### config.mk
export PLATFORM = sky130hd
export DESIGN_NAME = tl_response_arbiter
export DESIGN_NICKNAME = d
export VERILOG_FILES = /design/src/logic/tl_pkg.sv /design/src/logic/tl_response_arbiter.sv
export SDC_FILE = /design/constraint.sdc
export NUM_CORES = 1
export LEC_CHECK = 0
export BUFFER_PORTS_ARGS = -buffer_cell sky130_fd_sc_hd__buf_2
export CORE_MARGIN = 3
export CORE_UTILIZATION = 35
export CTS_CLUSTER_SIZE = 14
export DETAILED_ROUTE_END_ITERATION = 16
export PLACE_DENSITY_LB_ADDON = 0.1
export SLEW_MARGIN = 10
export SYNTH_ARGS = -nofsm -noshare
export SYNTH_HDL_FRONTEND = slang
export SYNTH_SLANG_ARGS = --single-unit
### constraint.sdc
create_clock -name tilelink_clock_i -period 2.8 [get_ports tilelink_clock_i]
set_input_delay 0.56 -clock tilelink_clock_i [delete_from_list [all_inputs] [get_ports tilelink_clock_i]]
set_output_delay 0.56 -clock tilelink_clock_i [all_outputs]
set_load 0.01 [all_outputs]
### src/logic/tl_pkg.sv
package tl_pkg;

    localparam int TL_DW = 32;
    localparam int TL_AW = 32;
    localparam int TL_RS = 4;
    localparam int TL_SZ = 4;
    localparam int TL_MW = TL_DW / 8;        // byte lanes per beat

    localparam int SLAVE_COUNT = 2;
    localparam int SLAVE_IW = $clog2(SLAVE_COUNT);

    // window i is [SLAVE_BASE[i], SLAVE_END[i])
    localparam logic [SLAVE_COUNT-1:0][TL_AW-1:0] SLAVE_BASE = {32'h0000_2000, 32'h0000_1000};
    localparam logic [SLAVE_COUNT-1:0][TL_AW-1:0] SLAVE_END = {32'h0000_3000, 32'h0000_2000};

    localparam int SRAM_WORDS = 256;
    localparam int SRAM_AW = $clog2(SRAM_WORDS);

    localparam int BEAT_SIZE = 2;            // log2 bytes per beat
    localparam int MAX_GET_SIZE = 4;         // 16 byte burst
    localparam int BURST_CW = MAX_GET_SIZE - BEAT_SIZE;

    localparam logic [2:0] OP_PUT_FULL = 3'd0;
    localparam logic [2:0] OP_PUT_PARTIAL = 3'd1;
    localparam logic [2:0] OP_GET = 3'd4;

    localparam logic [2:0] OP_ACCESS_ACK = 3'd0;
    localparam logic [2:0] OP_ACCESS_ACK_DATA = 3'd1;

    typedef struct packed {
        logic [2:0]       opcode;
        logic [2:0]       param;
        logic [TL_SZ-1:0] size;
        logic [TL_RS-1:0] source;
        logic [TL_AW-1:0] address;
        logic [TL_MW-1:0] mask;
        logic [TL_DW-1:0] data;
        logic             corrupt;
    } tl_a_chan_t;

    typedef struct packed {
        logic [2:0]       opcode;
        logic [1:0]       param;
        logic [TL_SZ-1:0] size;
        logic [TL_RS-1:0] source;
        logic             denied;
        logic [TL_DW-1:0] data;
        logic             corrupt;
    } tl_d_chan_t;

    // beats that follow the first one for a given size
    function automatic logic [BURST_CW-1:0] burst_beats(input logic [TL_SZ-1:0] size);
        logic [BURST_CW-1:0] extra;
        extra = '0;
        if (size > BEAT_SIZE) begin
            extra = BURST_CW'((1 << (size - BEAT_SIZE)) - 1);
        end
        return extra;
    endfunction

endpackage

### src/logic/tl_response_arbiter.sv
`timescale 1ns/100ps

module tl_response_arbiter
    import tl_pkg::*;
(
    input  logic                               tilelink_clock_i,
    input  logic                               tilelink_reset_i,

    input  tl_d_chan_t [SLAVE_COUNT-1:0]       slave_d_i,
    input  logic       [SLAVE_COUNT-1:0]       slave_d_valid_i,
    output logic       [SLAVE_COUNT-1:0]       slave_d_ready_o,

    output tl_d_chan_t                         master_d_o,
    output logic                               master_d_valid_o,
    input  logic                               master_d_ready_i
);

    logic [SLAVE_COUNT-1:0] block_q;
    logic [SLAVE_COUNT-1:0] lock_sel_q;
    logic                   lock_q;
    logic [BURST_CW-1:0]    beats_left_q;

    logic [SLAVE_IW-1:0]    sel_idx;
    logic                   grant;
    logic [SLAVE_COUNT-1:0] grant_oh;
    logic                   contended;
    logic                   lock_start;
    logic                   lock_end;
    tl_d_chan_t             sel_beat;

    // lowest index wins among the eligible targets
    always_comb begin
        sel_idx = '0;
        grant = 1'b0;
        for (int n = 0; n < SLAVE_COUNT; n++) begin
            if (!grant && master_d_ready_i && slave_d_valid_i[n] &&
                (lock_q ? lock_sel_q[n] : !block_q[n])) begin
                sel_idx = SLAVE_IW'(n);
                grant = 1'b1;
            end
        end
    end

    assign grant_oh = grant ? (SLAVE_COUNT'(1) << sel_idx) : '0;
    assign slave_d_ready_o = grant_oh;
    assign sel_beat = slave_d_i[sel_idx];
    assign contended = |(slave_d_valid_i & ~grant_oh);  // someone else waiting

    // denied responses are always a single beat
    assign lock_start = grant && !lock_q && !sel_beat.denied &&
                        (sel_beat.opcode == OP_ACCESS_ACK_DATA) &&
                        (sel_beat.size > BEAT_SIZE);
    assign lock_end = grant && lock_q && (beats_left_q == BURST_CW'(1));

    always_ff @(posedge tilelink_clock_i) begin
        if (tilelink_reset_i) begin
            block_q <= '0;
            lock_q <= 1'b0;
            lock_sel_q <= '0;
            beats_left_q <= '0;
        end else begin
            // block is frozen while a burst owns the channel
            if (master_d_ready_i && (!lock_q || lock_end)) begin
                block_q <= (grant && contended) ? grant_oh : '0;
            end
            if (lock_start) begin
                lock_q <= 1'b1;
                lock_sel_q <= grant_oh;
                beats_left_q <= burst_beats(sel_beat.size);
            end else if (lock_q && grant) begin
                beats_left_q <= beats_left_q - 1'b1;
                if (lock_end) begin
                    lock_q <= 1'b0;
                end
            end
        end
    end

    // output slot frees whenever master takes the current beat
    always_ff @(posedge tilelink_clock_i) begin
        if (tilelink_reset_i) begin
            master_d_valid_o <= 1'b0;
        end else if (grant) begin
            master_d_valid_o <= 1'b1;
        end else if (master_d_ready_i) begin
            master_d_valid_o <= 1'b0;
        end
    end

    always_ff @(posedge tilelink_clock_i) begin
        if (grant) begin
            master_d_o <= sel_beat;
        end
    end

endmodule

==> metrics, run 1 <==
setup TNS 0 ns; routed wire length 6040 um; Via density 4.55; largest area contributor in the netlist edfxtp_1; max-cap violation count 0; Post-DRT Antenna Nets 0; Least-Margin Pin Slew 0.393 ns; total gr overflow 0; Cell Rows 30; vias in the first global route around 2000; Critical-path top delay cell dfxtp_1; Worst EP required roughly 2.2 ns; yosys warns 0; clk_skew 0.00484 ns; worst path bufs/invs 3; Setup WS post-layout 0.264 ns; port buffer count 148; CP delay by family, top simple AND/OR/NAND/NOR gates; initial antenna violation count 0; # setup viols final 0; PwrDens 507 nW/um2; syn avg cell area 15.2 um2; clk sinks 55; CP max FO 22; Clock power frac 0.279; register area share after synthesis 0.609; effective utilization at floorplan 0.370; CTS tree yes; fin. max-slew vios 0; DRT iter0 DRCs 49; Hold Slack about 0.47 ns; Worst-path clk slew 0.09 ns; CP Launch Type register; DRT Pass-1 Iters 4; GRT Resource Usage Total 0.143; Placed Instance Area between 3000 and 4000 um2; share of post-route cells with drive strength above 1 0.654; slew margin rel. 0.735; Internal 1380 uW; Synthesized Nets about 270; outcome completed; I/O Pins 149; first-pass GRT wire length between 9000 and 10000 um; DRC viols 0; combinational power share 0.172; H-tree levels 2; CTS Buf Count 5; Antenna Cells 0; most frequent cells in the layout 148 x buf_2, 47 x edfxtp_1, 46 x mux2_2; RSZ-0062 raised after global routing false; vias 1899; Syn Inst Count 170; CP peak stage delay 0.39 ns; die area 8440 um2; pre-CTS setup slack approximately 0.16 ns; Tmin final around 2.5 ns; CTS root buf clkbuf_8; Peak VDD IR 0.000198 V; Placeable Area between 6000 and 7000 um2; Layout area overhead 36.1%; leakage dissipation 0.00154 uW; placed wire-length estimate about 4800 um; P_sw 399 uW; final cycle utilization of the critical path 0.906; library cells used by synthesis 35; Die X 91.9 um; Net Sw Frac 0.224; CP Cell Sequence or2_1 > a21oi_4 > nand2b_4 > buf_4 > inv_1 > buf_2; crit end category output pin; synth top area cells edfxtp_1 55%, mux2_2 20%, dfxtp_1 6.2%; Wirelength per Cell 14.5 um; most common cell after layout, fill and taps aside buf_2; Seq cells post-synth 55; Die Y 91.9 um; post-CTS setup buffers 0; final-report hold violation count 0; Reg power frac 0.549; clock tree buffer depth 2; arrival time worst endpoint 1.98 ns; Hold Crit Class reg2reg; Setup CP Type reg2out; hold_buf cts 0; largest net degree at the start of global routing 48; worst skew pair latency 0.29 ns; Synth top area share 0.547; # nets final ~420; routability-driven placement congestion ratio 0.763; Peak Freq 0.394 GHz; finished layout cell area between 3000 and 4000 um2; synthesized area roughly 2600 um2
[logic make-up (layout without fill, tap and decap cells)]
family,after synthesis,count (layout),synth area share
adder cells (fa/ha/maj),2,2,0.00970
flip-flops,55,55,0.609
multiplexers,50,50,0.216
buffers and inverters,13,164,0.0398
XOR/XNOR,1,1,0.00340
AND/OR/NAND/NOR,32,32,0.0708
AO/OA/AOI/OAI,17,17,0.0509
[worst paths after layout]
kind	startpoint	end	slack, ns	cells past startpoint
worst max register to register	lock_q$_SDFFE_PP0P_	beats_left_q[1]$_SDFFE_PP0P_	0.33	10
worst min-delay path	block_q[0]$_SDFFE_PP0P_	block_q[0]$_SDFFE_PP0P_	0.47	2
worst max-delay path	lock_q$_SDFFE_PP0P_	slave_d_ready_o[1]	0.26	6
worst min register to register	block_q[0]$_SDFFE_PP0P_	block_q[0]$_SDFFE_PP0P_	0.47	2
[cell usage after synthesis]
cell	count
dfxtp_1	8
a2111oi_0	1
mux2_2	46
a21boi_0	1
buf_1	1
edfxtp_1	47
a21oi_4	1
nand3b_1	1
a21oi_1	2
a211oi_1	1
buf_4	1
nor4b_1	2
buf_6	4
ha_1	2
xor2_1	1
nand4_1	2
o21ai_0	4
or2b_1	1
nand2b_1	6
o211ai_1	2
inv_1	5
or2_1	1
o211a_1	1
or3b_2	2
mux2i_1	4
nand2_1	4
nor2_1	7
o2111a_1	1
a311oi_1	2
and2_1	1
nor3_1	2
clkbuf_8	2
nor2b_1	2
o31ai_1	1
or3_1	1
[worst min-delay path: cells and delay by family (launching register included)]
| kind | cells | cell delay (ns) |
|---|---|---|
| flops | 1 | 0.32 |
| mux | 1 | 0.05 |
| simple gates | 1 | 0.06 |
[per-stage QoR]
stage	total power, uW	util	std cells
global route	1870	0.503	417
CTS	1810	0.502	417
detailed placement	1310	0.486	409
global placement	1300	0.486	409
finish	1780	0.503	417
floorplan	1160	-	170
[layout make-up]
cell class,count,area (um2)
timing repair buffer,151,776
fill,692,3470
clock inverter,3,38.8
clock buffer,5,68.8
tap,96,120
multi-input combinational,102,918
sequential,55,1570
inverter,5,18.8
[power groups by stage]
stage | Clock [uW] | Combinational, uW | Sequential (uW)
CTS | 521 | 310 | 980
global placement | 0 | 307 | 997
detailed placement | 0 | 309 | 998
floorplan | 0 | 124 | 1030
finish | 498 | 306 | 978
global route | 552 | 336 | 985
[registers in the layout, indices dropped and copies added, names as in the netlist]
signal	cells
master_d_o	47
beats_left_q	2
block_q	2
lock_sel_q	2
lock_q	1
master_d_valid_o	1
[repair_timing]
action | in CTS | in global routing
endpoints found under the hold margin | 0 | 0
endpoints found under the setup margin | 0 | 1
gates resized for setup | 0 | 2
[metal layers]
metal,routed length [um],global-route usage,up-vias,share of wire
li1,-,-,942,-
met4,46,0.0483,0,0.0076
met2,2980,0.249,85,0.49
met3,519,0.0377,4,0.086
met1,2500,0.171,868,0.41
met5,0,0,-,0
Power figures use the tool's default switching activity.
==> run 2, diff against run 1 <==
Settings changed: BUFFER_PORTS_ARGS -buffer_cell sky130_fd_sc_hd__buf_2 to not set, DONT_BUFFER_PORTS set to 1.
==> run 2 against run 1 <==
Against the previous run: clock-buffer cell count is the same; total power decreased by 12%; first-iteration DRC count decreased by 18%; fmax increased by 6.5%; combinational power fell by 53%; largest power group unchanged.
==> metrics, run 2 (synthesized netlist as in run 1, its figures left out) <==
outcome completed; largest net degree at the start of global routing 27; DRT Pass-1 Iters 4; met3 wire length 485 um; Via density 5.23; first-pass GRT wire length 7700 um; Post-Route M1 WL 2000 um; CTS root buf clkbuf_8; Tmin final 2.38 ns; Hold Slack 0.318 ns; initial antenna violation count 0; Layout area overhead 5.97%; die area between 8000 and 9000 um2; Die Y 91.9 um; Wirelength per Cell 19.8 um; port buffer count 0; Worst EP required between 3 and 4 ns; max reg flops 47; # nets final 275; Least-Margin Pin Slew between 0.4 and 0.5 ns; final-report hold violation count 0; DRT iter0 DRCs 40; effective utilization at floorplan 0.370; CTS Buf Count 5; PwrDens 572 nW/um2; Cell Rows 30; vias in the first global route 1504; Hold Crit Class in2reg; placed wire-length estimate between 4000 and 5000 um; metal2 WL 2780 um; vias 1413; CP Launch Type register; CTS resizes 0; fin. max-slew vios 0; Die X a little over 90 um; Worst-path clk slew roughly 0.090 ns; clock tree buffer depth 2; most common cell after layout, fill and taps aside edfxtp_1; max-cap violation count 0; most frequent cells in the layout 47 x edfxtp_1, 46 x mux2_2, 8 x dfxtp_1; slew margin rel. 0.698; post-CTS setup buffers 0; DR top layer met4; Biggest register master_d_o; CTS tree yes; crit end category register; worst skew pair latency 0.30 ns; setup TNS 0 ns; arrival time worst endpoint 2.59 ns; routed wire length 5360 um; DRC viols 0; # setup viols final 0; share of post-route cells with drive strength above 1 0.356; RSZ-0062 raised after global routing false; I/O Pins 149; Setup CP Type reg2reg; Post-DRT Antenna Nets 0; total gr overflow 0; routability-driven placement congestion ratio 0.761; CP max FO 9; Placeable Area 6980 um2; H-tree levels 2; final cycle utilization of the critical path 0.850; GRT Resource Usage Total 0.119; Peak VDD IR 0.000198 V; Antenna Cells 0; clk sinks 55; hold_buf cts 0; leakage dissipation 0.000944 uW; Power Total 1570 uW; Peak Freq 0.420 GHz; clk_skew 0.0101 ns
[run 2: changes by cell type in the layout (fill, tap and decap cells not counted)]
cell | before | now
nor3_2 | 1 | 0
bufinv_16 | 1 | 0
nand2b_4 | 1 | 0
buf_12 | 1 | 0
buf_4 | 2 | 5
nand2b_2 | 0 | 1
nor3_1 | 1 | 2
buf_2 | 148 | 0
[run 2: cell type report]
cell class	count	area (um2)
multi-input combinational	102	908
sequential	55	1570
clock buffer	5	68.8
clock inverter	2	8.76
tap	96	120
fill	680	4250
inverter	5	18.8
timing repair buffer	5	37.5
[run 2: path summary, 6_finish.rpt]
kind                      startpoint                            end  slack, ns  cells after the start
max              lock_q$_SDFFE_PP0P_   beats_left_q[1]$_SDFFE_PP0P_       0.42                     10
min                 tilelink_reset_i  master_d_valid_o$_SDFFE_PP0P_       0.32                      1
max reg2reg      lock_q$_SDFFE_PP0P_   beats_left_q[1]$_SDFFE_PP0P_       0.42                     10
min reg2reg  block_q[1]$_SDFFE_PP0P_        block_q[1]$_SDFFE_PP0P_       0.49                      2
[run 2: stage by stage]
step	cells	util	worst slack (ns)	area [um2]
4_1_cts	270	0.392	0.415	2730
3_3_place_gp	263	0.380	0.593	2660
6_report	270	0.392	0.419	2730
3_5_place_dp	263	0.380	0.441	2660
5_1_grt	270	0.392	0.239	2730
2_1_floorplan	170	-	0.324	2580
[run 2: worst max-delay path: stages (launching register included)]
cell       delay (ns)
dfxtp_1          0.48
and2_1           0.20
o211a_1          0.21
nand2b_2         0.13
mux2i_1          0.17
ha_1             0.21
nor2_1           0.14
o211ai_1         0.12
nor3_1           0.28
a2111oi_0        0.11
a311oi_1         0.25
[run 2: routing by layer]
layer | track usage | vias to the layer above
met1 | 0.129 | 664
met2 | 0.212 | 95
met5 | 0 | -
met3 | 0.0459 | 7
met4 | 0.0421 | 0
li1 | - | 647
[run 2: where the power goes]
| group | switching (uW) | leakage, uW | internal (uW) |
|---|---|---|---|
| Sequential | 54.2 | 0.000519 | 969 |
| Clock | 232 | 0.0000414 | 167 |
| Combinational | 71.4 | 0.000384 | 71.6 |
