[src/logic/tl_pkg.sv]
package tl_pkg;

    localparam int TL_DW = 32;
    localparam int TL_AW = 32;
    localparam int TL_RS = 4;
    localparam int TL_SZ = 4;
    localparam int TL_MW = TL_DW / 8;        // byte lanes per beat

    localparam int SLAVE_COUNT = 2;
    localparam int SLAVE_IW = $clog2(SLAVE_COUNT);

    // window i is [SLAVE_BASE[i], SLAVE_END[i])
    localparam logic [SLAVE_COUNT-1:0][TL_AW-1:0] SLAVE_BASE = {32'h0000_2000, 32'h0000_1000};
    localparam logic [SLAVE_COUNT-1:0][TL_AW-1:0] SLAVE_END = {32'h0000_3000, 32'h0000_2000};

    localparam int SRAM_WORDS = 256;
    localparam int SRAM_AW = $clog2(SRAM_WORDS);

    localparam int BEAT_SIZE = 2;            // log2 bytes per beat
    localparam int MAX_GET_SIZE = 4;         // 16 byte burst
    localparam int BURST_CW = MAX_GET_SIZE - BEAT_SIZE;

    localparam logic [2:0] OP_PUT_FULL = 3'd0;
    localparam logic [2:0] OP_PUT_PARTIAL = 3'd1;
    localparam logic [2:0] OP_GET = 3'd4;

    localparam logic [2:0] OP_ACCESS_ACK = 3'd0;
    localparam logic [2:0] OP_ACCESS_ACK_DATA = 3'd1;

    typedef struct packed {
        logic [2:0]       opcode;
        logic [2:0]       param;
        logic [TL_SZ-1:0] size;
        logic [TL_RS-1:0] source;
        logic [TL_AW-1:0] address;
        logic [TL_MW-1:0] mask;
        logic [TL_DW-1:0] data;
        logic             corrupt;
    } tl_a_chan_t;

    typedef struct packed {
        logic [2:0]       opcode;
        logic [1:0]       param;
        logic [TL_SZ-1:0] size;
        logic [TL_RS-1:0] source;
        logic             denied;
        logic [TL_DW-1:0] data;
        logic             corrupt;
    } tl_d_chan_t;

    // beats that follow the first one for a given size
    function automatic logic [BURST_CW-1:0] burst_beats(input logic [TL_SZ-1:0] size);
        logic [BURST_CW-1:0] extra;
        extra = '0;
        if (size > BEAT_SIZE) begin
            extra = BURST_CW'((1 << (size - BEAT_SIZE)) - 1);
        end
        return extra;
    endfunction

endpackage

[src/logic/tl_request_router.sv]
`timescale 1ns/100ps

module tl_request_router
    import tl_pkg::*;
(
    input  logic                               tilelink_clock_i,
    input  logic                               tilelink_reset_i,

    input  tl_a_chan_t                         req_i,
    input  logic                               req_valid_i,
    output logic                               stall_o,

    output tl_a_chan_t [SLAVE_COUNT-1:0]       slave_a_o,
    output logic       [SLAVE_COUNT-1:0]       slave_a_valid_o,
    input  logic       [SLAVE_COUNT-1:0]       slave_a_ready_i
);

    logic [SLAVE_COUNT-1:0] select;
    logic [SLAVE_COUNT-1:0] waiting;
    logic                   load;

    always_comb begin
        for (int i = 0; i < SLAVE_COUNT; i++) begin
            select[i] = req_valid_i &&
                        (req_i.address >= SLAVE_BASE[i]) &&
                        (req_i.address < SLAVE_END[i]);
        end
    end

    // slots still holding a request the target has not taken
    assign waiting = slave_a_valid_o & ~slave_a_ready_i;

    // a pending slot anywhere holds off the next request so slots stay one-hot
    assign stall_o = (|(select & ~slave_a_ready_i)) || ((|select) && (|waiting));

    // address outside both windows is dropped
    assign load = (|select) && !stall_o;

    always_ff @(posedge tilelink_clock_i) begin
        if (tilelink_reset_i) begin
            slave_a_valid_o <= '0;
        end else begin
            for (int i = 0; i < SLAVE_COUNT; i++) begin
                if (load && select[i]) begin
                    slave_a_valid_o[i] <= 1'b1;
                end else if (slave_a_ready_i[i]) begin
                    slave_a_valid_o[i] <= 1'b0;  // taken by target
                end
            end
        end
    end

    always_ff @(posedge tilelink_clock_i) begin
        for (int i = 0; i < SLAVE_COUNT; i++) begin
            if (load && select[i]) begin
                slave_a_o[i] <= req_i;
            end
        end
    end

endmodule

[config.mk]
export PLATFORM = sky130hd
export DESIGN_NAME = tl_request_router
export DESIGN_NICKNAME = d
export VERILOG_FILES = /design/src/logic/tl_pkg.sv /design/src/logic/tl_request_router.sv
export SDC_FILE = /design/constraint.sdc
export NUM_CORES = 1
export LEC_CHECK = 0
export BUFFER_PORTS_ARGS = -buffer_cell sky130_fd_sc_hd__clkbuf_2
export CAP_MARGIN = 20
export CORE_MARGIN = 4
export CORE_UTILIZATION = 30
export CTS_CLUSTER_DIAMETER = 150
export DETAILED_ROUTE_END_ITERATION = 10
export MAX_ROUTING_LAYER = met4
export SETUP_SLACK_MARGIN = 0.1
export SLEW_MARGIN = 10
export SYNTH_ARGS = -nofsm -noshare
export SYNTH_HDL_FRONTEND = slang
export SYNTH_SLANG_ARGS = --single-unit
[constraint.sdc]
create_clock -name tilelink_clock_i -period 8.54 [get_ports tilelink_clock_i]
set_clock_uncertainty 0.1 [all_clocks]
set_input_delay 0 -clock tilelink_clock_i [delete_from_list [all_inputs] [get_ports tilelink_clock_i]]
set_output_delay 0 -clock tilelink_clock_i [all_outputs]
set_load 0.05 [all_outputs]
==> results of run 1 <==
[worst reg2reg max path: cells and delay by family (launching register included)]
family                 cells  cell delay [ns]
buffers and inverters      2             1.15
AND/OR/NAND/NOR            2             0.25
flip-flops                 1             0.32
AO/OA/AOI/OAI              1             0.22
[path summary, 6_finish.rpt]
kind / start / slack (ns) / to
setup / recovery: req_i[54] / 6.41 / slave_a_o[115]
hold / removal: req_i[70] / 0.21 / slave_a_o[153]
setup reg to reg: slave_a_valid_o[0] / 6.45 / slave_a_valid_o[1]
hold reg to reg: slave_a_valid_o[1] / 1.02 / slave_a_o[50]
[logic make-up after synthesis]
group / count (synthesis) / share of synthesized area
compound gates: 5 / 0.00868
flops: 168 / 0.968
simple gates: 17 / 0.0234
[stage by stage]
step                area (um2)  instances  power, mW
floorplan                 5190        190      0.925
global placement          6790        670      0.951
detailed placement        6790        670      0.954
CTS                       8260        790       1.74
global route              8260        790       1.79
finish                    8260        790       1.72
[where the power goes]
group / leakage, nW / total (mW) / switching [mW] / internal (mW)
Combinational: 1.48 / 0.0625 / 0.0214 / 0.0412
Clock: 0.281 / 0.753 / 0.315 / 0.437
Sequential: 1.51 / 0.905 / 0.000000140 / 0.905
[per-layer routing]
metal  part of all wire  up-vias
li1                   -     1519
met1               0.37     1596
met4              0.015        0
met3              0.081       15
met5                  0        -
met2               0.53      181
[layout make-up]
type / count / area share
flip-flops and latches: 168 / 0.608
repair buffers: 348 / 0.265
clock buffers: 17 / 0.0515
well taps: 220 / 0.0333
multi-input cells: 22 / 0.0214
clock inverters: 15 / 0.0201
[layout by cell type (no fill, tap or decap)]
master and count:
a211oi_1 1, a21bo_2 2, buf_4 4, bufinv_16 2, clkbuf_16 17, clkbuf_2 256
clkinv_2 2, clkinv_4 1, clkinvlp_4 4, dfxtp_1 2, dlygate4sd3_1 88, edfxtp_1 166
inv_6 4, inv_8 2, nand2_1 1, nand2b_1 2, nand3_1 2, nand3_2 1
nand4b_1 2, nor2b_1 2, nor3_1 1, nor3_2 2, nor4_1 2, nor4_2 1
nor4b_2 1, o32ai_1 2
[timing repair]
| item | 4_1_cts | 5_1_grt |
|---|---|---|
| hold buffers | 88 | 0 |
| endpoints found under the setup margin | 0 | 0 |
| hold endpoints to repair | 168 | 0 |
| setup buffers | 0 | 0 |
[sequential cells by signal, indices dropped and copies added (netlist names)]
signal / count
slave_a_valid_o: 2
slave_a_o: 166
==> metrics.txt, run 1 <==
status=finished, final reports clean; ys flop type=edfxtp_1; final WL=about 13000 um; die height=140 um; CTS tree=yes; P_leak=around 3.3 nW; Worst EP required=approximately 8.5 ns; number of global-route vias before repair=around 3600; Worst-Margin Slew=a little under 0.6 ns; Fin. Hold Viols=0; synth top area cells=edfxtp_1, dfxtp_1, a21bo_2; vias per inst=roughly 4.2; CP bufs+invs=3; number of buffers created by CTS=17; f_max=~0.47 GHz; utilization after layout=0.493; Tightest Hold Check Type=input port to register; M3 GR Usage=0.0508; clk_lat worst skew=a little over 0.4 ns; Total GRT Usage=0.137; Startpoint Class=input port; initial antenna violation count=0; Cell Area, Synth=~5200 um2; PostCTS Resize Cnt=0; most frequent cell after synthesis=edfxtp_1; Std-Cell Rows=between 40 and 50; layer with the highest usage=met2; EDFF count, synth=roughly 170; Post-synth top cells=edfxtp_1, nor3_1; unique cell type count in the Yosys netlist=15; power per cell area=between 200 and 250 nW/um2; # fillers=around 1400; Yosys top cell by area=edfxtp_1; Starting DRT DRC Count=94; post-synthesis sequential area ratio=0.968; unrepaired setup endpoints after global routing=false; die area=between 15000 and 20000 um2; GR Util met2=0.240; Initial Util=0.310; GR Overflow Total=0; Crit Path Class=input port to register; DRT Pass-1 Iters=4; Seq cells post-synth=about 170; Sink Count=between 150 and 200; first-pass GRT wire length=20000 um; Avg Cell Area, Syn=about 27 um2; largest net degree at the start of global routing=44; # setup viols final=0; Relative slew margins=0.609; Sequential Area=about 5000 um2; Area Overhead vs Synth=59.1%; max cap viols=0; Post-Syn Nets=around 280; ANT nets after route=0; VDD IR-drop max=between 0.1 and 0.15 mV; Slew Viols, Final=0; PortBufs=about 260; # IOs=around 260; H-Tree Depth=4; DR WL/cell=approximately 17 um; vias post-DR=~3300; Final Cycle Share=0.249; Worst path max stage delay=about 0.55 ns; M1 GR Usage=0.147; DRC=0; kind of cell adding the most delay to the critical path=buffers and inverters; HPWL Detailed=9080 um; RePlAce Congestion=~0.8; Arr. time, crit path=roughly 2.1 ns; synth warn=0; critical path depth=6; Post-Synthesis Cells=190; Hold Worst Slack=approximately 0.21 ns; Max Root-Sink Buffers=2; top-area cell type share of the netlist area=0.960; Crit Path Max Fanout=43; crit end category=register; Die Width=140 um; Final min period=2.13 ns; pre-CTS WS=around 6.6 ns; Setup TNS=0 ns; Final nets=~650; layout cells sized above 1=0.525; setup ws final=approximately 6.4 ns; ys async rst share=0; CTS root buf=clkbuf_16; worst reg-to-reg path cell count=5; Slowest-stage cell, CP=dlygate4sd3_1; Worst-path clk slew=about 0.06 ns; Multi-input gate area=~180 um2; core area=approximately 17000 um2; hold depth=2; Diodes inserted=0; CP Cell Sequence=dlygate4sd3_1, clkbuf_2, nor4b_2, nand3_2, nor3_2, buf_4
(Power assumes the default switching activity.)
==> inputs of run 2 (changes only) <==
- clock period: 8.54 -> 1.72 ns (I/O delays scaled with it)
==> run 2 against run 1 <==
Via count grew 0.60%. Final cell count up 0.13%. Hold slack worse by 0.18 ns. Setup slack lost 6.3 ns. Final area is 1.7% higher. Routed wire length down 3.5%. Register-to-register slack worse by 6.3 ns. Clock power increased to 5.1 times the previous value. Global-route usage decreased by 0.57 points. Die area unchanged. Clock-buffer cell count is the same. First-iteration DRC count increased by 32%. Largest power group unchanged.
==> metrics.txt, run 2 (synthesis results as in run 1) <==
Arr. time, crit path=1.52 ns (-0.55 ns); Final nets=646 (+0.16%); H-Tree Depth=4 (unchanged); Diodes inserted=0 (unchanged); clk_lat worst skew=0.41 ns (about the same); Internal=7.02 mW (+410%); Final Cycle Share=0.941; DRT Pass-1 Iters=5 (+1); VDD IR-drop max=0.601 mV (+390%); setup ws final=0.101 ns (-6.31 ns); die height=140 um (unchanged); # IOs=257 (unchanged); max reg flops=166 (unchanged); Total GRT Usage=0.131 (-0.00568); die area=19500 um2 (unchanged); DR WL/cell=16.0 um (-3.7%); number of global-route vias before repair=3636 (+0.19%); first-pass GRT wire length=19200 um (-4.2%); placed cells=672 (+0.30%); cell area after layout=8400 um2 (+1.7%); most frequent cells in the layout=clkbuf_2, edfxtp_1, dlygate4sd3_1; Initial Util=0.310 (unchanged); ANT nets after route=0 (unchanged); Startpoint Class=register; # Post-CTS Setup Buffers=0 (unchanged); Fin. Hold Viols=0 (unchanged); Die Width=140 um (unchanged); # setup viols final=0 (unchanged); most common cell after layout, fill and taps aside=clkbuf_2; Worst-Margin Slew=0.351 ns (-0.235 ns); Tot Pwr=8.67 mW (+400%); PortBufs=256 (unchanged); top flop regs=slave_a_o: 166 flops, slave_a_valid_o: 2 flops; Tightest Hold Check Type=input port to register; utilization after layout=0.501 (+0.00821); Slew Viols, Final=0 (unchanged); largest net degree at the start of global routing=44 (unchanged); max cap viols=0 (unchanged); Sink Count=168 (unchanged); Final min period=~1.6 ns; initial antenna violation count=0 (unchanged); power per cell area=1030 nW/um2 (+400%); Sw Ratio=0.190 (-0.00538); CTS tree=yes; switching power=1.65 mW (+390%); Worst-path clk slew=0.06 ns (about the same); Logic pwr share=0.036 (about the same); GR Overflow Total=0 (unchanged); f_max=approximately 0.62 GHz; clock network power share=0.446 (+0.008); P_leak=3.35 nW (+2.3%); Std-Cell Rows=47 (unchanged); Starting DRT DRC Count=124 (+32%); core area=16800 um2 (unchanged); area of placed instances=6900 um2 (+1.7%); Crit Path Class=register to output pin; Worst EP required=1.62 ns (-6.86 ns); Area Overhead vs Synth=61.8%; final WL=12600 um (-3.5%); Largest Register=slave_a_o; vias post-DR=3331 (+0.60%); DRC=0 (unchanged); CTS root buf=clkbuf_16; RePlAce Congestion=0.801 (-0.42%); pre-CTS WS=-0.0877 ns (-6.65 ns); status=finished, final reports clean; number of buffers created by CTS=17 (unchanged); vias per inst=4.21 (+0.48%); power share of the sequential group=0.518 (-0.008); Crit Path Max Fanout=4 (-91%); Max Root-Sink Buffers=2 (unchanged); Relative slew margins=0.764 (+0.154); unrepaired setup endpoints after global routing=true; crit end category=output pin; layout cells sized above 1=0.539 (+0.0148); Non-Filler Instances=791 (+0.13%); HPWL Detailed=8800 um (-3.0%)
run 2: worst paths after layout:
path	start	to	slack [ns]	cells after the start
setup / recovery	slave_a_valid_o[1]	stall_o	0.10	4
setup reg to reg	slave_a_valid_o[1]	slave_a_o[81]	0.16	4
hold / removal	req_i[63]	slave_a_valid_o[0]	0.03	5
hold reg to reg	slave_a_valid_o[0]	slave_a_valid_o[0]	0.45	2
run 2: power groups by stage:
stage,Clock [mW],Combinational (mW),Sequential [mW]
after floorplan,0,0.0156,4.58
after global placement,0,0.149,4.58
after detailed placement,0,0.158,4.58
after CTS,3.98,0.312,4.49
after global routing,4.19,0.339,4.49
final,3.86,0.313,4.49
run 2: what timing repair did:
action / CTS / global route
hold buffers: 87 / 0
cloned: 0 / 0
pin swaps: 2 / 2
endpoints found under the setup margin: 1 / 1
gates resized for setup: 2 / 0
hold endpoints to repair: 168 / 0
run 2: layout make-up:
class                           count  area (um2)
Sequential cell                   168        5030
Multi-Input combinational cell     22         219
Clock inverter                     15         190
Tap cell                          220         275
Timing Repair Buffer              349        2260
Clock buffer                       17         425
Fill cell                        1380        8360
run 2: stage by stage:
| step | TNS, ns | hold WS, ns |
|---|---|---|
| after CTS | 0 | 0.00110 |
| after global routing | 0 | 0.0410 |
| after floorplan | -234.30 | -0.0142 |
| after global placement | -4.43 | 0.0904 |
| final | 0 | 0.0323 |
| after detailed placement | -11.94 | 0.0934 |
run 2: worst max-delay path, cell delays in order (launching register included):
cell	delay (ns)
dfxtp_4	0.36
nand2b_4	0.07
a21bo_2	0.20
a211oi_2	0.25
clkbuf_8	0.23
run 2: layer usage:
layer,track usage,vias up,share of wire
met3,0.0473,16,0.071
met1,0.137,1626,0.36
met2,0.228,166,0.55
met5,-,-,0
met4,0.0505,0,0.017
li1,-,1523,-
==> inputs of run 3 (changes only) <==
- CORE_MARGIN: 4 -> default
==> run 3 against run 2 <==
Non-clock buffer count increased by 12. Final area grew 0.22%. First-iteration DRC count increased by 2.4%. Fmax is 0.42% lower. Largest power group unchanged.
==> metrics.txt, run 3 (synthesis results as in run 1) <==
H-Tree Depth=4 (unchanged); Worst EP required=1.62 ns (about the same); Worst-Margin Slew=0.307 ns (-0.0443 ns); crit end category=output pin; CP Cell Sequence=dlygate4sd3_1, clkbuf_2, nand2b_4, a21bo_2, a211oi_2, clkbuf_8; # IOs=257 (unchanged); most common cell after layout, fill and taps aside=clkbuf_2; Worst path max stage delay=0.53 ns (+0.17 ns); Max Root-Sink Buffers=2 (unchanged); Hold Worst Slack=0.0399 ns (+0.00762 ns); setup ws final=0.0943 ns (-0.00677 ns); Starting DRT DRC Count=127 (+2.4%); switching power=1.57 mW (-4.9%); Non-Filler Instances=803 (+1.5%); most frequent cells in the layout=clkbuf_2, edfxtp_1, dlygate4sd3_1; power per cell area=962 nW/um2 (-6.8%); # setup viols final=0 (unchanged); layout cells sized above 1=0.542 (+0.00262); Slew Viols, Final=0 (unchanged); Critical Path Source=slave_a_ready_i[0]; Arr. time, crit path=1.53 ns (about the same); max reg flops=166 (unchanged); register-to-register setup slack=0.17 ns (about the same); Crit Path Max Fanout=4 (unchanged); CTS tree=yes; clk_lat worst skew=0.42 ns (about the same); RePlAce Congestion=0.778 (-2.8%); DRC=0 (unchanged); DRT Pass-1 Iters=5 (unchanged); Sink Count=168 (unchanged); clock network power share=0.406 (-0.040); Initial Util=0.310 (unchanged); Logic pwr share=0.039 (+0.003); # fillers=1437 (+4.1%); Crit Path Class=input port to output pin; Largest Register=slave_a_o; HPWL Detailed=8530 um (-3.1%); Sw Ratio=0.194 (+0.00339); status=finished, final reports clean; largest net degree at the start of global routing=45 (+2.3%); first-pass GRT wire length=18500 um (-3.4%); CTS root buf=clkbuf_16; Final min period=1.63 ns (+0.00677 ns); unrepaired setup endpoints after global routing=true; ANT nets after route=0 (unchanged); Worst-path clk slew=0.06 ns (about the same); placed cells=680 (+1.2%); Diodes inserted=0 (unchanged); Std-Cell Rows=47 (unchanged); power share of the sequential group=0.555 (+0.037); reg2reg start=slave_a_valid_o[0]; Internal=6.53 mW (-7.0%); Relative slew margins=0.794 (+0.0301); HP Start=req_i[54]; number of buffers created by CTS=17 (unchanged); Fin. Hold Viols=0 (unchanged); Final Cycle Share=0.945 (+0.00394); die height=134 um (-4.3%); vias post-DR=3363 (+0.96%); Die Width=134 um (-4.3%); DR WL/cell=15.6 um (-2.1%); Slowest-stage cell, CP=dlygate4sd3_1; initial antenna violation count=0 (unchanged); number of global-route vias before repair=3607 (-0.80%); Startpoint Class=input port; vias per inst=4.19 (-0.55%); Tightest Hold Check Type=input port to register; P_leak=3.38 nW (+1.0%); die area=17800 um2 (-8.4%); core area=16800 um2 (unchanged); pre-CTS WS=0.00554 ns (+0.0933 ns); Total GRT Usage=0.144 (+0.0129); PortBufs=256 (unchanged); VDD IR-drop max=0.606 mV (+0.78%); Final nets=658 (+1.9%); GR Overflow Total=0 (unchanged); top flop regs=slave_a_o: 166 flops, slave_a_valid_o: 2 flops; f_max=0.615 GHz (-0.42%); Area Overhead vs Synth=62.1%; final WL=12600 um (-0.57%); max cap viols=0 (unchanged)
## run 3: changes by cell type in the layout (fill, tap and decap cells not counted), moves of 2 or more
cell / delta
clkinv_1: +2
buf_4: +10
clkinv_4: +2
inv_8: -2
clkbuf_1: +2
clkinvlp_4: -2
clkinv_2: +4
inv_6: -3
bufinv_16: -3
## run 3: cell type report
cell class	instances	area, um2	area share
Clock inverter	13	81.3	0.00966
Multi-Input combinational cell	22	219	0.0260
Sequential cell	168	5030	0.598
Tap cell	220	275	0.0327
Clock buffer	19	433	0.0514
Timing Repair Buffer	361	2380	0.282
## run 3: worst paths after layout
kind	endpoint	cells after the start
max reg2reg	slave_a_valid_o[1]	4
min	slave_a_valid_o[0]	5
max	stall_o	6
min reg2reg	slave_a_valid_o[0]	2
## run 3: timing repair
action                                  4_1_cts  5_1_grt
resized for setup                             2        0
endpoints found under the setup margin        1       30
setup buffers                                 1        2
hold endpoints to repair                    168        0
pin swaps                                     2        3
cloned                                        0        1
hold buffers                                 87        0
## run 3: worst max-delay path, delay by kind of cell
kind / cells / cell delay, ns
buf+inv: 3 / 0.92
compound gates: 2 / 0.43
simple gates: 1 / 0.18
## run 3: metrics by stage
stage	area, um2	power, mW	setup TNS, ns	util
final	8420	8.10	0	0.502
after global routing	8420	8.37	0	0.502
after CTS	8380	8.20	0	0.500
after detailed placement	6980	4.74	0	0.416
after global placement	6980	4.73	0	0.416
after floorplan	5250	4.60	-234.30	-
## run 3: power groups by stage
stage	clock, mW	combinational (mW)	sequential, mW
final	3.29	0.318	4.49
after floorplan	0	0.0156	4.58
after detailed placement	0	0.160	4.58
after global routing	3.54	0.343	4.49
after CTS	3.39	0.315	4.49
after global placement	0	0.150	4.58
## run 3: per-layer routing
metal / GRT usage / routed length [um] / vias up
met2: 0.253 / 6710 / 175
met5: - / 0 / -
met3: 0.0495 / 794 / 14
met4: 0.0518 / 148 / 0
li1: - / - / 1550
met1: 0.149 / 4920 / 1624
