$ cat src/logic/tl_pkg.sv
package tl_pkg;

    localparam int TL_DW = 32;
    localparam int TL_AW = 32;
    localparam int TL_RS = 4;
    localparam int TL_SZ = 4;
    localparam int TL_MW = TL_DW / 8;        // byte lanes per beat

    localparam int SLAVE_COUNT = 2;
    localparam int SLAVE_IW = $clog2(SLAVE_COUNT);

    // window i is [SLAVE_BASE[i], SLAVE_END[i])
    localparam logic [SLAVE_COUNT-1:0][TL_AW-1:0] SLAVE_BASE = {32'h0000_2000, 32'h0000_1000};
    localparam logic [SLAVE_COUNT-1:0][TL_AW-1:0] SLAVE_END = {32'h0000_3000, 32'h0000_2000};

    localparam int SRAM_WORDS = 256;
    localparam int SRAM_AW = $clog2(SRAM_WORDS);

    localparam int BEAT_SIZE = 2;            // log2 bytes per beat
    localparam int MAX_GET_SIZE = 4;         // 16 byte burst
    localparam int BURST_CW = MAX_GET_SIZE - BEAT_SIZE;

    localparam logic [2:0] OP_PUT_FULL = 3'd0;
    localparam logic [2:0] OP_PUT_PARTIAL = 3'd1;
    localparam logic [2:0] OP_GET = 3'd4;

    localparam logic [2:0] OP_ACCESS_ACK = 3'd0;
    localparam logic [2:0] OP_ACCESS_ACK_DATA = 3'd1;

    typedef struct packed {
        logic [2:0]       opcode;
        logic [2:0]       param;
        logic [TL_SZ-1:0] size;
        logic [TL_RS-1:0] source;
        logic [TL_AW-1:0] address;
        logic [TL_MW-1:0] mask;
        logic [TL_DW-1:0] data;
        logic             corrupt;
    } tl_a_chan_t;

    typedef struct packed {
        logic [2:0]       opcode;
        logic [1:0]       param;
        logic [TL_SZ-1:0] size;
        logic [TL_RS-1:0] source;
        logic             denied;
        logic [TL_DW-1:0] data;
        logic             corrupt;
    } tl_d_chan_t;

    // beats that follow the first one for a given size
    function automatic logic [BURST_CW-1:0] burst_beats(input logic [TL_SZ-1:0] size);
        logic [BURST_CW-1:0] extra;
        extra = '0;
        if (size > BEAT_SIZE) begin
            extra = BURST_CW'((1 << (size - BEAT_SIZE)) - 1);
        end
        return extra;
    endfunction

endpackage

$ cat src/logic/tl_skid_buffer.sv
`timescale 1ns/100ps

module tl_skid_buffer
    import tl_pkg::*;
(
    input  logic       tilelink_clock_i,
    input  logic       tilelink_reset_i,

    input  tl_a_chan_t in_i,
    input  logic       in_valid_i,
    output logic       in_ready_o,

    output tl_a_chan_t out_o,
    output logic       out_valid_o,
    input  logic       stall_i
);

    tl_a_chan_t spare_q;
    logic       spare_valid_q;
    logic       take;
    logic       advance;

    assign in_ready_o = !spare_valid_q;
    assign take = in_valid_i && in_ready_o;
    assign advance = !stall_i || !out_valid_o;  // primary free or being consumed

    always_ff @(posedge tilelink_clock_i) begin
        if (tilelink_reset_i) begin
            out_valid_o <= 1'b0;
            spare_valid_q <= 1'b0;
        end else if (advance) begin
            if (spare_valid_q) begin
                out_valid_o <= 1'b1;         // drain spare first
                spare_valid_q <= 1'b0;
            end else begin
                out_valid_o <= take;
            end
        end else if (take) begin
            spare_valid_q <= 1'b1;           // park during stall
        end
    end

    always_ff @(posedge tilelink_clock_i) begin
        if (advance) begin
            out_o <= spare_valid_q ? spare_q : in_i;
        end
        if (!advance && take) begin
            spare_q <= in_i;
        end
    end

endmodule

$ cat config.mk
export PLATFORM = sky130hd
export DESIGN_NAME = tl_skid_buffer
export DESIGN_NICKNAME = d
export VERILOG_FILES = /design/src/logic/tl_pkg.sv /design/src/logic/tl_skid_buffer.sv
export SDC_FILE = /design/constraint.sdc
export NUM_CORES = 1
export LEC_CHECK = 0
export BUFFER_PORTS_ARGS = -buffer_cell sky130_fd_sc_hd__buf_2
export CAP_MARGIN = 5
export CORE_MARGIN = 5
export CORE_UTILIZATION = 52
export DETAILED_ROUTE_END_ITERATION = 16
export GPL_TIMING_DRIVEN = 0
export PLACE_DENSITY = 0.77
export REMOVE_ABC_BUFFERS = 1
export SLEW_MARGIN = 20
export SYNTH_ARGS = -nofsm -noshare
export SYNTH_HDL_FRONTEND = slang
export SYNTH_SLANG_ARGS = --single-unit
$ cat constraint.sdc
create_clock -name tilelink_clock_i -period 12.5 [get_ports tilelink_clock_i]
set_clock_uncertainty 0.05 [all_clocks]
set_input_delay 1.875 -clock tilelink_clock_i [delete_from_list [all_inputs] [get_ports tilelink_clock_i]]
set_output_delay 1.875 -clock tilelink_clock_i [all_outputs]
set_load 0.01 [all_outputs]
==> results.md, run 1 <==
Status:
- The flow ran to the end, and the final reports show no timing, DRC or antenna violations.

Logic synthesis:
- The fraction of post-synthesis cell area in the top cell type by area is between 80% and 90%.
- Counting distinct cell types in the post-synthesis netlist gives 12.
- By area the synthesized netlist is led by edfxtp_1 (80%), mux2_4 (8.9%), mux2_2 (8.3%), buf_6 (1.1%), dfxtp_1 (0.64%).
- The synthesized instance count is around 270.
- During synthesis, Yosys emitted a total of 0 warnings.
- The register bit total from synthesis is about 170.
- The total standard cell area after synthesis is 6210 um2.
- Sequential elements use between 80% and 90% of the synthesized area.
- The synthesized design spends more area on one cell type than any other, namely edfxtp_1.
- Each instance of the synthesized netlist takes up on average between 20 and 25 um2.

Hold path:
- The hold-critical path depth is 1.
- The path class of the tightest hold or removal check is reg -> reg.
- The origin of the worst min-delay path is spare_q[79].

GRT:
- The number of antenna violations at the first check in global routing came to 0.
- Entering global routing, the biggest net connects 54 pins.
- The via count of the first global-routing pass is about 3300.
- The aggregate global-route resource usage is 16.1%.
- The global route total overflow is 0.
- The first global-routing pass estimated between 15 and 20 mm of wire.

CTS:
- TritonCTS built the clock tree.
- The number of buffers created by CTS is 17.
- For this design, the CTS-stage hold fixing added 0 buffers.
- The number of H-tree levels is 4.
- The clock slew at the register clock pins of the worst setup and hold paths is roughly 0.060 ns.
- Clock tree synthesis selected as its root buffer the cell clkbuf_16.
- The clock passes through at most 2 buffers.
- The post-CTS resize count is 0.
- The clock drives between 150 and 200 sinks.
- The clock latency on the worst-skew pair is 0.41 ns.
- The number of setup buffers added after CTS is 0.

Worst setup path:
- The worst register-to-register path begins at out_valid_o.
- STA classifies the critical path startpoint as an input port.
- The worst setup path is captured at a register.
- The data required time of the worst path is ~13 ns.
- The arrival time at the worst endpoint is approximately 4.2 ns.
- The worst-path maximum fanout is 53.
- The launching element of the worst setup path is stall_i.
- The worst register-to-register path has a depth of 6.
- The critical path is of the in -> reg type.

Cells and area:
- The number of inserted diodes is 0.
- For this run, the post-layout net count is 545.
- Leaving out fill and tap cells, the most frequent cells in the layout are buf_2 (171), edfxtp_1 (166), mux2_2 (46).
- The filler-free cell count of the finished design is between 600 and 700.
- In the final layout, the share of cells above drive strength 1 is between 60% and 70%.
- The library cell used most frequently in the layout, excluding fill and tap cells, is buf_2.
- The post-synthesis to final-layout area growth is 26.3%.
- The filler cells instantiated in the layout total 824.
- Across the whole layout, storage elements account for 5030 um2.
- Summing all multi-input logic gate instances after layout gives roughly 1100 um2.

Place:
- The post-placement worst setup slack is 7.83 ns.
- Buffers placed on the I/O ports in this run total approximately 170.
- The weighted congestion reported at the end of routability-driven placement is around 0.72.
- Counting tap cells, the placed design contains a total of between 500 and 600 instances.
- The HPWL after detailed placement is 7.74 mm.

Timing:
- The maximum clock rate is around 0.24 GHz.
- Hold is met by ~0.50 ns.
- Dividing the final minimum period by the clock period gives 33.3%.
- The remaining max-slew budget at the tightest pin is 43.8%.
- The transition time of the tightest slew-check pin is roughly 0.84 ns.
- The final number of setup-violating endpoints is 0.
- The number of hold violations in the final report is 0.
- The max-slew violation total from the final report is 0.
- In the post-route analysis, the smallest setup slack over all paths is 8.33 ns.
- Setup repair after global routing left no endpoint under its margin.
- The final period demand of the worst path is around 4.2 ns.

Drt:
- The final layout contains routed wiring with a total length of ~11 mm.
- The routed layout has just over 3000 vias.
- The number of DRC markers in iteration 0 is 230.
- Before antenna repair, the detailed router went through 4 iterations.
- For this run, design rule violations remaining after detail routing come to 0.
- The count of nets left with antenna violations once routing finished came out at 0.
- The average wire length per cell after detail routing is 18.1 um.
- The average vias per placed instance is between 5 and 6.

Floorplanning:
- The die covers 14200 um2.
- Once the floorplan was initialized, standard cells occupied about 52% of the core.
- The width of the die is approximately 120 um.
- In this run the standard cell core region covers roughly 12000 um2.
- After floorplanning, the core was divided into 40 placement rows.
- 172 I/O pins were placed.
- The die boundary height is around 120 um.

Power:
- The power density over cell area is 156 nW/um2.
- Across the VDD grid, the largest voltage drop is approximately 100 uV.
- The static leakage is approximately 3 nW.
- The overall power after layout is ~1.2 mW.

Run:
- The tool flagged a number of max-cap violations equal to 0.
[layer usage]
layer | track usage, % | vias up | wire length (um)
met5 | 0 | - | 0
met4 | 7.44 | 0 | 233
met3 | 6.70 | 19 | 993
met2 | 26.0 | 120 | 5460
met1 | 18.7 | 1494 | 4490
li1 | - | 1448 | -
[Yosys cell counts, drive strengths merged]
library cell,n
a21oi,1
nand2,1
mux2,83
nor3,1
edfxtp,166
inv,1
nor2,1
nor3b,1
dfxtp,2
buf,10
[power by group]
group          switching [mW]  internal (mW)
clock network           0.195          0.288
registers             0.00771          0.651
logic                  0.0419         0.0430
[cell type report]
class                   count  area share, %
repair buffers            182           12.5
inverters                   1         0.0478
well taps                 147           2.34
clock inverters            11           1.39
flip-flops and latches    168           64.0
multi-input cells          88           14.2
clock buffers              19           5.51
[kinds of logic (layout without fill, tap and decap cells)]
| logic type | after synthesis | count (layout) | share of synthesized area [%] |
|---|---|---|---|
| flip-flops | 168 | 168 | 80.9 |
| AND/OR/NAND/NOR | 4 | 4 | 0.322 |
| multiplexers | 83 | 83 | 17.3 |
| AO/OA/AOI/OAI | 1 | 1 | 0.0805 |
| buffers and inverters | 11 | 213 | 1.47 |
[stage by stage]
stage | instance area (um2) | util, % | TNS (ns)
after CTS | 7850 | 66.2 | 0
final | 7850 | 66.2 | 0
after floorplan | 6130 | - | 0
after global placement | 7170 | 60.4 | -212.31
after detailed placement | 7310 | 61.6 | 0
after global routing | 7850 | 66.2 | 0
[worst paths after layout]
check             slack, ns     endpoint
setup / recovery       8.33  spare_q[58]
hold / removal         0.50    out_o[79]
setup reg to reg       9.52  spare_q[58]
hold reg to reg        0.50    out_o[79]
[flip-flops by register name, indices dropped and copies added, names as in the netlist]
| name | flops |
|---|---|
| out_valid_o | 1 |
| out_o | 83 |
| spare_q | 83 |
| spare_valid_q | 1 |
[critical path: stages]
cell and delay [ns]:
buf_2 0.10, nand2_4 0.39, buf_12 0.36, nor3b_2 0.72, buf_4 0.31, buf_4 0.21
buf_4 0.23
Power figures use the tool's default switching activity.
==> inputs of run 2 (changes only) <==
--- a/config.mk
+++ b/config.mk
@@ -8,10 +8,10 @@
 export BUFFER_PORTS_ARGS = -buffer_cell sky130_fd_sc_hd__buf_2
 export CAP_MARGIN = 5
 export CORE_MARGIN = 5
-export CORE_UTILIZATION = 52
+export CORE_UTILIZATION = 47
 export DETAILED_ROUTE_END_ITERATION = 16
 export GPL_TIMING_DRIVEN = 0
-export PLACE_DENSITY = 0.77
+export PLACE_DENSITY = 0.74
 export REMOVE_ABC_BUFFERS = 1
 export SLEW_MARGIN = 20
 export SYNTH_ARGS = -nofsm -noshare
==> constraint.sdc (replaced) <==
create_clock -name tilelink_clock_i -period 3.8 [get_ports tilelink_clock_i]
set_clock_uncertainty 0.05 [all_clocks]
set_input_delay 0.57 -clock tilelink_clock_i [delete_from_list [all_inputs] [get_ports tilelink_clock_i]]
set_output_delay 0.57 -clock tilelink_clock_i [all_outputs]
set_load 0.01 [all_outputs]
==> results.md, run 2 (same netlist as run 1, synthesis figures left out) <==
Worst setup path:
- The stage delay of the slowest cell on the critical path is slightly below 0.6 ns.
- The arrival time at the worst endpoint is between 2 and 3 ns.
- The signal on the critical path passes through nand2_4 -> buf_16 -> nor3b_2 -> buf_6 -> buf_4 -> buf_4.
- The internal reg-to-reg setup slack is 1.21 ns.
- The worst setup path is launched from a register.
- The kind of cell adding the most delay to the critical path is buffers and inverters.
- In this run the worst setup path terminates at spare_q[52].
- The total buffers and inverters traversed by the critical path is 4.
- The critical path runs through a total of 6 cells.
- The worst-path cell with the longest stage delay is nor3b_2.
- The most frequent cell on the critical path is buf_4.
- The launching element of the worst setup path is out_valid_o.
- The worst register-to-register path ends at spare_q[52].
- The depth of the worst register-to-register path is 6.
- The critical setup path kind is reg -> reg.
- In this run the worst path has a maximum fanout of 52.
- STA puts the critical path data required time at about 3.9 ns.
- In this run the critical register-to-register path is launched from out_valid_o.
- The worst setup path is captured at a register.

Floorplanning:
- The die covers 15600 um2.
- The number of standard-cell rows in the floorplan is 42.
- The die boundary height is 125 um.
- In this run the horizontal extent of the chip is 125 um.
- The region available for standard cell placement spans approximately 13000 um2.
- The initial utilization of the core area, before any placement, comes to 47.5%.
- The I/O pin total is roughly 170.

Status:
- The run finished with clean final reports.

GRT:
- The via count of the first global-routing pass is approximately 3400.
- The met1 usage is between 10% and 20%.
- The first global-routing pass estimated around 18 mm of wire.
- The fraction of met3 tracks used by global routing is under 10%.
- Global routing finished with a remaining overflow of 0.
- The number of antenna violations at the first check in global routing came to 1.
- In the global route stage, overall resource usage came out at roughly 15%.
- The global-route track usage on met2 is a little under a quarter.
- Entering global routing, the biggest net connects between 50 and 60 pins.
- In this run the most used layer during global routing was met2.

Timing:
- The worst path in the final design needs a cycle of roughly 2.6 ns, including I/O delays and setup.
- The final critical path takes up roughly two thirds of the cycle.
- The setup slack after layout is 1.21 ns.
- Setup repair after global routing left no endpoint under its margin.
- Setup violations remaining at the end of the flow were counted as 0.
- The number of hold violations in the final report is 0.
- The max-slew violation total from the final report came to 0.
- For this run, the top clock speed supported by timing is 0.386 GHz.
- The remaining max-slew budget at the tightest pin is 57.3%.
- At the pin with the least slew margin, the transition time is 0.638 ns.

Drt:
- The number of DRC markers in iteration 0 is around 170.
- In the routed design, unresolved DRC markers number 0.
- The first detailed-routing pass took 4 iterations.
- In this run the remaining antenna-violating nets after routing total 0.
- The total vias in the final route is 3124.
- The routed design has 11.2 mm of wire.
- After detailed routing, the number of vias per cell comes to slightly below 5.
- Dividing the detail-routed wire length by the instance count gives approximately 17 um.

CTS:
- The count of hold buffers inserted by post-cts repair is 0.
- Once the clock tree was built, the resizer swapped 0 gates to a different size.
- TritonCTS built the clock tree.
- The clock net in this run drives a total of around 170 sinks.
- The clock reaches the later pin of the worst-skew pair after approximately 0.42 ns.
- The number of buffers created by CTS is 17.
- The clock slew at the register clock pins of the worst setup and hold paths is ~0.06 ns.
- In this run the post-CTS setup repair buffer count came out at 0.
- The number of buffers on the longest clock path is 2.
- The number of H-tree levels is 4.
- The root buffer cell is clkbuf_16.

Hold path:
- The worst min-delay path class is in -> reg.

Cells and area:
- The post-synthesis to final-layout area growth is 28.4%.
- The commonest non-fill, non-tap cell in the layout is buf_2.
- The net count of the finished layout is 546.
- 0 antenna diodes ended up in the layout.
- The filler-free cell count of the finished design is around 650.
- In the final layout, the registers with the most flip-flops are out_o x83, spare_q x83.
- The top cell types in the final layout, fill and taps aside, are buf_2 (171), edfxtp_1 (166), mux2_2 (46).
- The fraction of final layout cells sized beyond drive strength 1 is 63.1%.

Power:
- VDD sags by at most about 350 uV.
- The static leakage is 3.11 nW.
- In this run the power density over the cells is approximately 530 nW/um2.
- Summing internal, switching and leakage power gives 4.20 mW.

Place:
- The post-placement cell count is 616.
- In this run the tool buffered the top-level ports with 171 buffer cells.
- At the end of routability-driven placement, the weighted congestion stood at between 0.6 and 0.7.
- The post-placement worst setup slack is between 0.8 and 0.9 ns.
- Detailed placement ended at an HPWL of 7.96 mm.

Run:
- The number of violations of the max-capacitance limit is 0.
run 2: cell types whose count changed in the layout (fill, tap and decap cells not counted), sizes merged:
cell      previous run  this run
buf                182       183
clkinvlp             1         2
inv                  1         2
clkbuf              19        18
clkinv               8         7
bufinv               2         4
run 2: power by group:
group,internal (mW),total (mW),switching (mW)
clock,1.09,1.76,0.665
sequential,2.14,2.17,0.0251
combinational,0.143,0.281,0.138
total,3.38,4.20,0.828
run 2: worst min-delay path by stage:
stage,slack [ns],to,startpoint,depth (start not counted)
after global placement,0.48,out_o[28],spare_q[28],1
after floorplan,0.47,out_o[0],spare_q[0],1
after global routing,0.24,spare_valid_q,tilelink_reset_i,2
after detailed placement,0.48,out_o[6],spare_q[6],1
after CTS,0.25,out_valid_o,tilelink_reset_i,2
final,0.27,out_valid_o,tilelink_reset_i,2
run 2: stage by stage:
stage | hold WS (ns) | utilization (%) | cell area, um2 | setup TNS [ns]
2_1_floorplan | 0.474 | - | 6130 | -464.24
3_3_place_gp | 0.479 | 55.0 | 7200 | -869.56
3_5_place_dp | 0.482 | 56.3 | 7370 | 0
4_1_cts | 0.249 | 61.0 | 7980 | 0
5_1_grt | 0.244 | 61.0 | 7980 | 0
6_report | 0.274 | 61.0 | 7980 | 0
run 2: final cells by class:
type	count	area [um2]
inverter	1	3.75
clock inverter	14	180
fill	973	5110
sequential	168	5030
tap	176	220
multi-input combinational	88	1110
clock buffer	18	429
timing repair buffer	183	1010
run 2: routing by layer:
metal,wire length [um],vias up
li1,-,1459
met3,953,18
met1,4570,1525
met5,7,-
met2,5440,120
met4,197,2
==> inputs of run 3 (changes only) <==
--- a/config.mk
+++ b/config.mk
@@ -8,10 +8,10 @@
 export BUFFER_PORTS_ARGS = -buffer_cell sky130_fd_sc_hd__buf_2
 export CAP_MARGIN = 5
 export CORE_MARGIN = 5
-export CORE_UTILIZATION = 47
+export CORE_UTILIZATION = 52
 export DETAILED_ROUTE_END_ITERATION = 16
 export GPL_TIMING_DRIVEN = 0
-export PLACE_DENSITY = 0.74
+export PLACE_DENSITY = 0.77
 export REMOVE_ABC_BUFFERS = 1
 export SLEW_MARGIN = 20
 export SYNTH_ARGS = -nofsm -noshare
==> constraint.sdc (replaced) <==
create_clock -name tilelink_clock_i -period 2.5 [get_ports tilelink_clock_i]
set_clock_uncertainty 0.05 [all_clocks]
set_input_delay 0.375 -clock tilelink_clock_i [delete_from_list [all_inputs] [get_ports tilelink_clock_i]]
set_output_delay 0.375 -clock tilelink_clock_i [all_outputs]
set_load 0.01 [all_outputs]
==> results.md, run 3 (same netlist as run 1, synthesis figures left out) <==
GRT:
- Entering global routing, the biggest net connects 54 pins.
- The aggregate global-route resource usage is 16.2%.
- The global route total overflow is 0.
- The via count of the first global-routing pass was 3357.
- The number of antenna violations at the first check in global routing was 0.
- The wire length of the first global-routing pass is 17.5 mm.

Worst setup path:
- The critical path is of the reg -> reg type.
- The element type at the critical path end is a register.
- At the worst endpoint, the required time is between 2 and 3 ns.
- The largest single stage delay on the critical path is between 0.4 and 0.5 ns.
- The worst-path maximum fanout is 53.
- The setup check on the worst reg-to-reg path leaves a slack of between 0.2 and 0.25 ns.
- The depth of the worst register-to-register path is 7.
- The startpoint of the most critical register-to-register path is out_valid_o.
- Among all stages on the critical path, the largest delay is contributed by dfxtp_1.
- STA classifies the critical path startpoint as a register.
- The endpoint identified for the worst register-to-register timing path is spare_q[81].
- For the worst setup path, the data arrival time is roughly 2.4 ns.
- Traced cell by cell, the critical path runs through nand2_8 -> buf_12 -> nor3b_4 -> buf_4 -> buf_6 -> buf_4 -> buf_4.
- The most frequent cell on the critical path is buf_4.

Cells and area:
- The post-route netlist has between 60% and 70% of its cells at a drive strength greater than 1.
- The final-layout fill cell count is between 800 and 900.
- The top cell types in the final layout, fill and taps aside, are buf_2 (171), edfxtp_1 (166), mux2_2 (46).
- The filler-free cell count of the finished design is slightly above 600.
- At the end of the flow the core is filled with cells to between 60% and 70%.
- After routing the design area is between 7000 and 8000 um2.
- Leaving out fill and tap cells, the most frequent cell in the layout is buf_2.
- The number of inserted diodes is 0.
- The post-synthesis to final-layout area growth is 26.8%.
- In the final layout, the registers with the most flip-flops are out_o x83, spare_q x83.
- The net count of the finished layout is roughly 550.

Floorplanning:
- The floorplan step defined a core boundary enclosing between 10000 and 15000 um2.
- The number of standard-cell rows in the floorplan is 40.
- The die is about 120 um tall.
- The initial core utilization is between 50% and 60%.
- The overall die area is between 10000 and 15000 um2.
- The width of the die is approximately 120 um.
- The I/O pin total is 172.

Drt:
- The count of antenna-violating nets left after detailed routing is 0.
- The number of detailed-routing iterations run before antenna repair is 4.
- The routed wire length is ~11 mm.
- The average wire length per cell after detail routing is approximately 18 um.
- The average vias per placed instance is between 5 and 6.
- The number of DRC markers in iteration 0 is about 210.
- The total vias in the final route is roughly 3100.
- The DRC violations left is 0.

Hold path:
- Along the worst hold path, the cell count comes to 2.
- The origin of the worst min-delay path is tilelink_reset_i.
- The sink of the worst hold path is out_valid_o.
- The path class of the tightest hold or removal check is in -> reg.

Timing:
- Setup repair after global routing left no endpoint under its margin.
- The worst path uses between 90% and 100% of the clock period.
- The maximum clock rate is about 0.44 GHz.
- Setup violations remaining at the end of the flow were counted as 0.
- On the final layout, the worst hold slack is between 0.08 and 0.09 ns.
- The max-slew violation total from the final report is 0.
- The number of hold violations in the final report was 0.
- In the post-route analysis, the smallest setup slack over all paths is 0.211 ns.
- The summed negative setup slack over all endpoints is 0 ns.
- The transition time of the tightest slew-check pin is 0.706 ns.
- After layout, the minimum clock period comes to 2.29 ns.
- Measured against its own limit, the worst slew margin works out to a little over half.

CTS:
- The root buffer cell is clkbuf_16.
- The number of H-tree levels is 4.
- CTS saw roughly 170 sinks.
- The TritonCTS clock tree is yes.
- Buffers inserted during clock tree synthesis total 17.
- The clock latency on the worst-skew pair is around 0.42 ns.
- After clock tree synthesis, the flow added hold-fix buffers numbering 0.
- The longest clock path from root to sink contains 2 buffers.
- The clock slew at the register clock pins of the worst setup and hold paths is around 0.06 ns.

Place:
- The placed standard-cell area is roughly 7300 um2.
- In this run the tool buffered the top-level ports with around 170 buffer cells.
- The HPWL after detailed placement is between 7 and 8 mm.
- The weighted congestion reported at the end of routability-driven placement is roughly 0.72.
- The post-placement cell count is 586.
- The post-placement worst setup slack is -0.668 ns.

Status:
- The run finished with clean final reports.

Power:
- The overall power after layout is a little over 6 mW.
- VDD sags by at most ~510 uV.
- In this run the power density over the cells is slightly below 800 nW/um2.
- For this design the static power due to leakage is between 3 and 4 nW.

Run:
- Across the run, the number of max-cap violations was 0.
-- run 3: cell types whose count changed in the layout (fill, tap and decap cells not counted), sizes merged --
cell	change
bufinv	-2
buf	+1
clkbuf	+1
clkinv	+1
clkinvlp	-1
inv	-1
-- run 3: cell type report --
type | count | area, um2 | share of cell area (%)
Clock buffer | 19 | 433 | 5.49
Clock inverter | 11 | 109 | 1.38
Tap cell | 147 | 184 | 2.33
Inverter | 1 | 3.75 | 0.0476
Multi-Input combinational cell | 88 | 1130 | 14.3
Timing Repair Buffer | 184 | 997 | 12.7
Sequential cell | 168 | 5030 | 63.8
-- run 3: worst max path at each step --
stage                 from           to  slack, ns  depth (start not counted)
2_1_floorplan  out_valid_o   spare_q[0]      -6.71                          2
3_3_place_gp       stall_i  spare_q[17]     -11.06                          3
3_5_place_dp       stall_i  spare_q[25]      -0.67                          7
6_report       out_valid_o  spare_q[81]       0.21                          7
5_1_grt        out_valid_o  spare_q[30]       0.02                          7
4_1_cts        out_valid_o  spare_q[15]       0.17                          7
-- run 3: power by group --
part | internal (mW) | total, mW | switching [mW]
logic | 0.217 | 0.428 | 0.211
clock network | 1.44 | 2.42 | 0.977
registers | 3.26 | 3.30 | 0.0395
total | 4.91 | 6.14 | 1.23
-- run 3: what timing repair did --
action                                  in CTS  in global routing
gates resized for setup                      2                  0
buffers inserted                             2                  0
endpoints found under the setup margin      75                  0
-- run 3: routing by layer --
| layer | up-vias | track usage (%) | wire length (um) | part of all wire [%] |
|---|---|---|---|---|
| li1 | 1455 | - | - | - |
| met1 | 1505 | 18.9 | 4550 | 41 |
| met2 | 123 | 26.0 | 5420 | 48 |
| met3 | 19 | 6.70 | 996 | 8.9 |
| met4 | 0 | 7.44 | 233 | 2.1 |
| met5 | - | 0 | 0 | 0 |
-- run 3: worst max-delay path: cells and delay by family, from the launching register on --
family,cells,cell delay (ns)
buffers and inverters,5,0.98
DFF,1,0.42
and+or+nand+nor,2,0.54
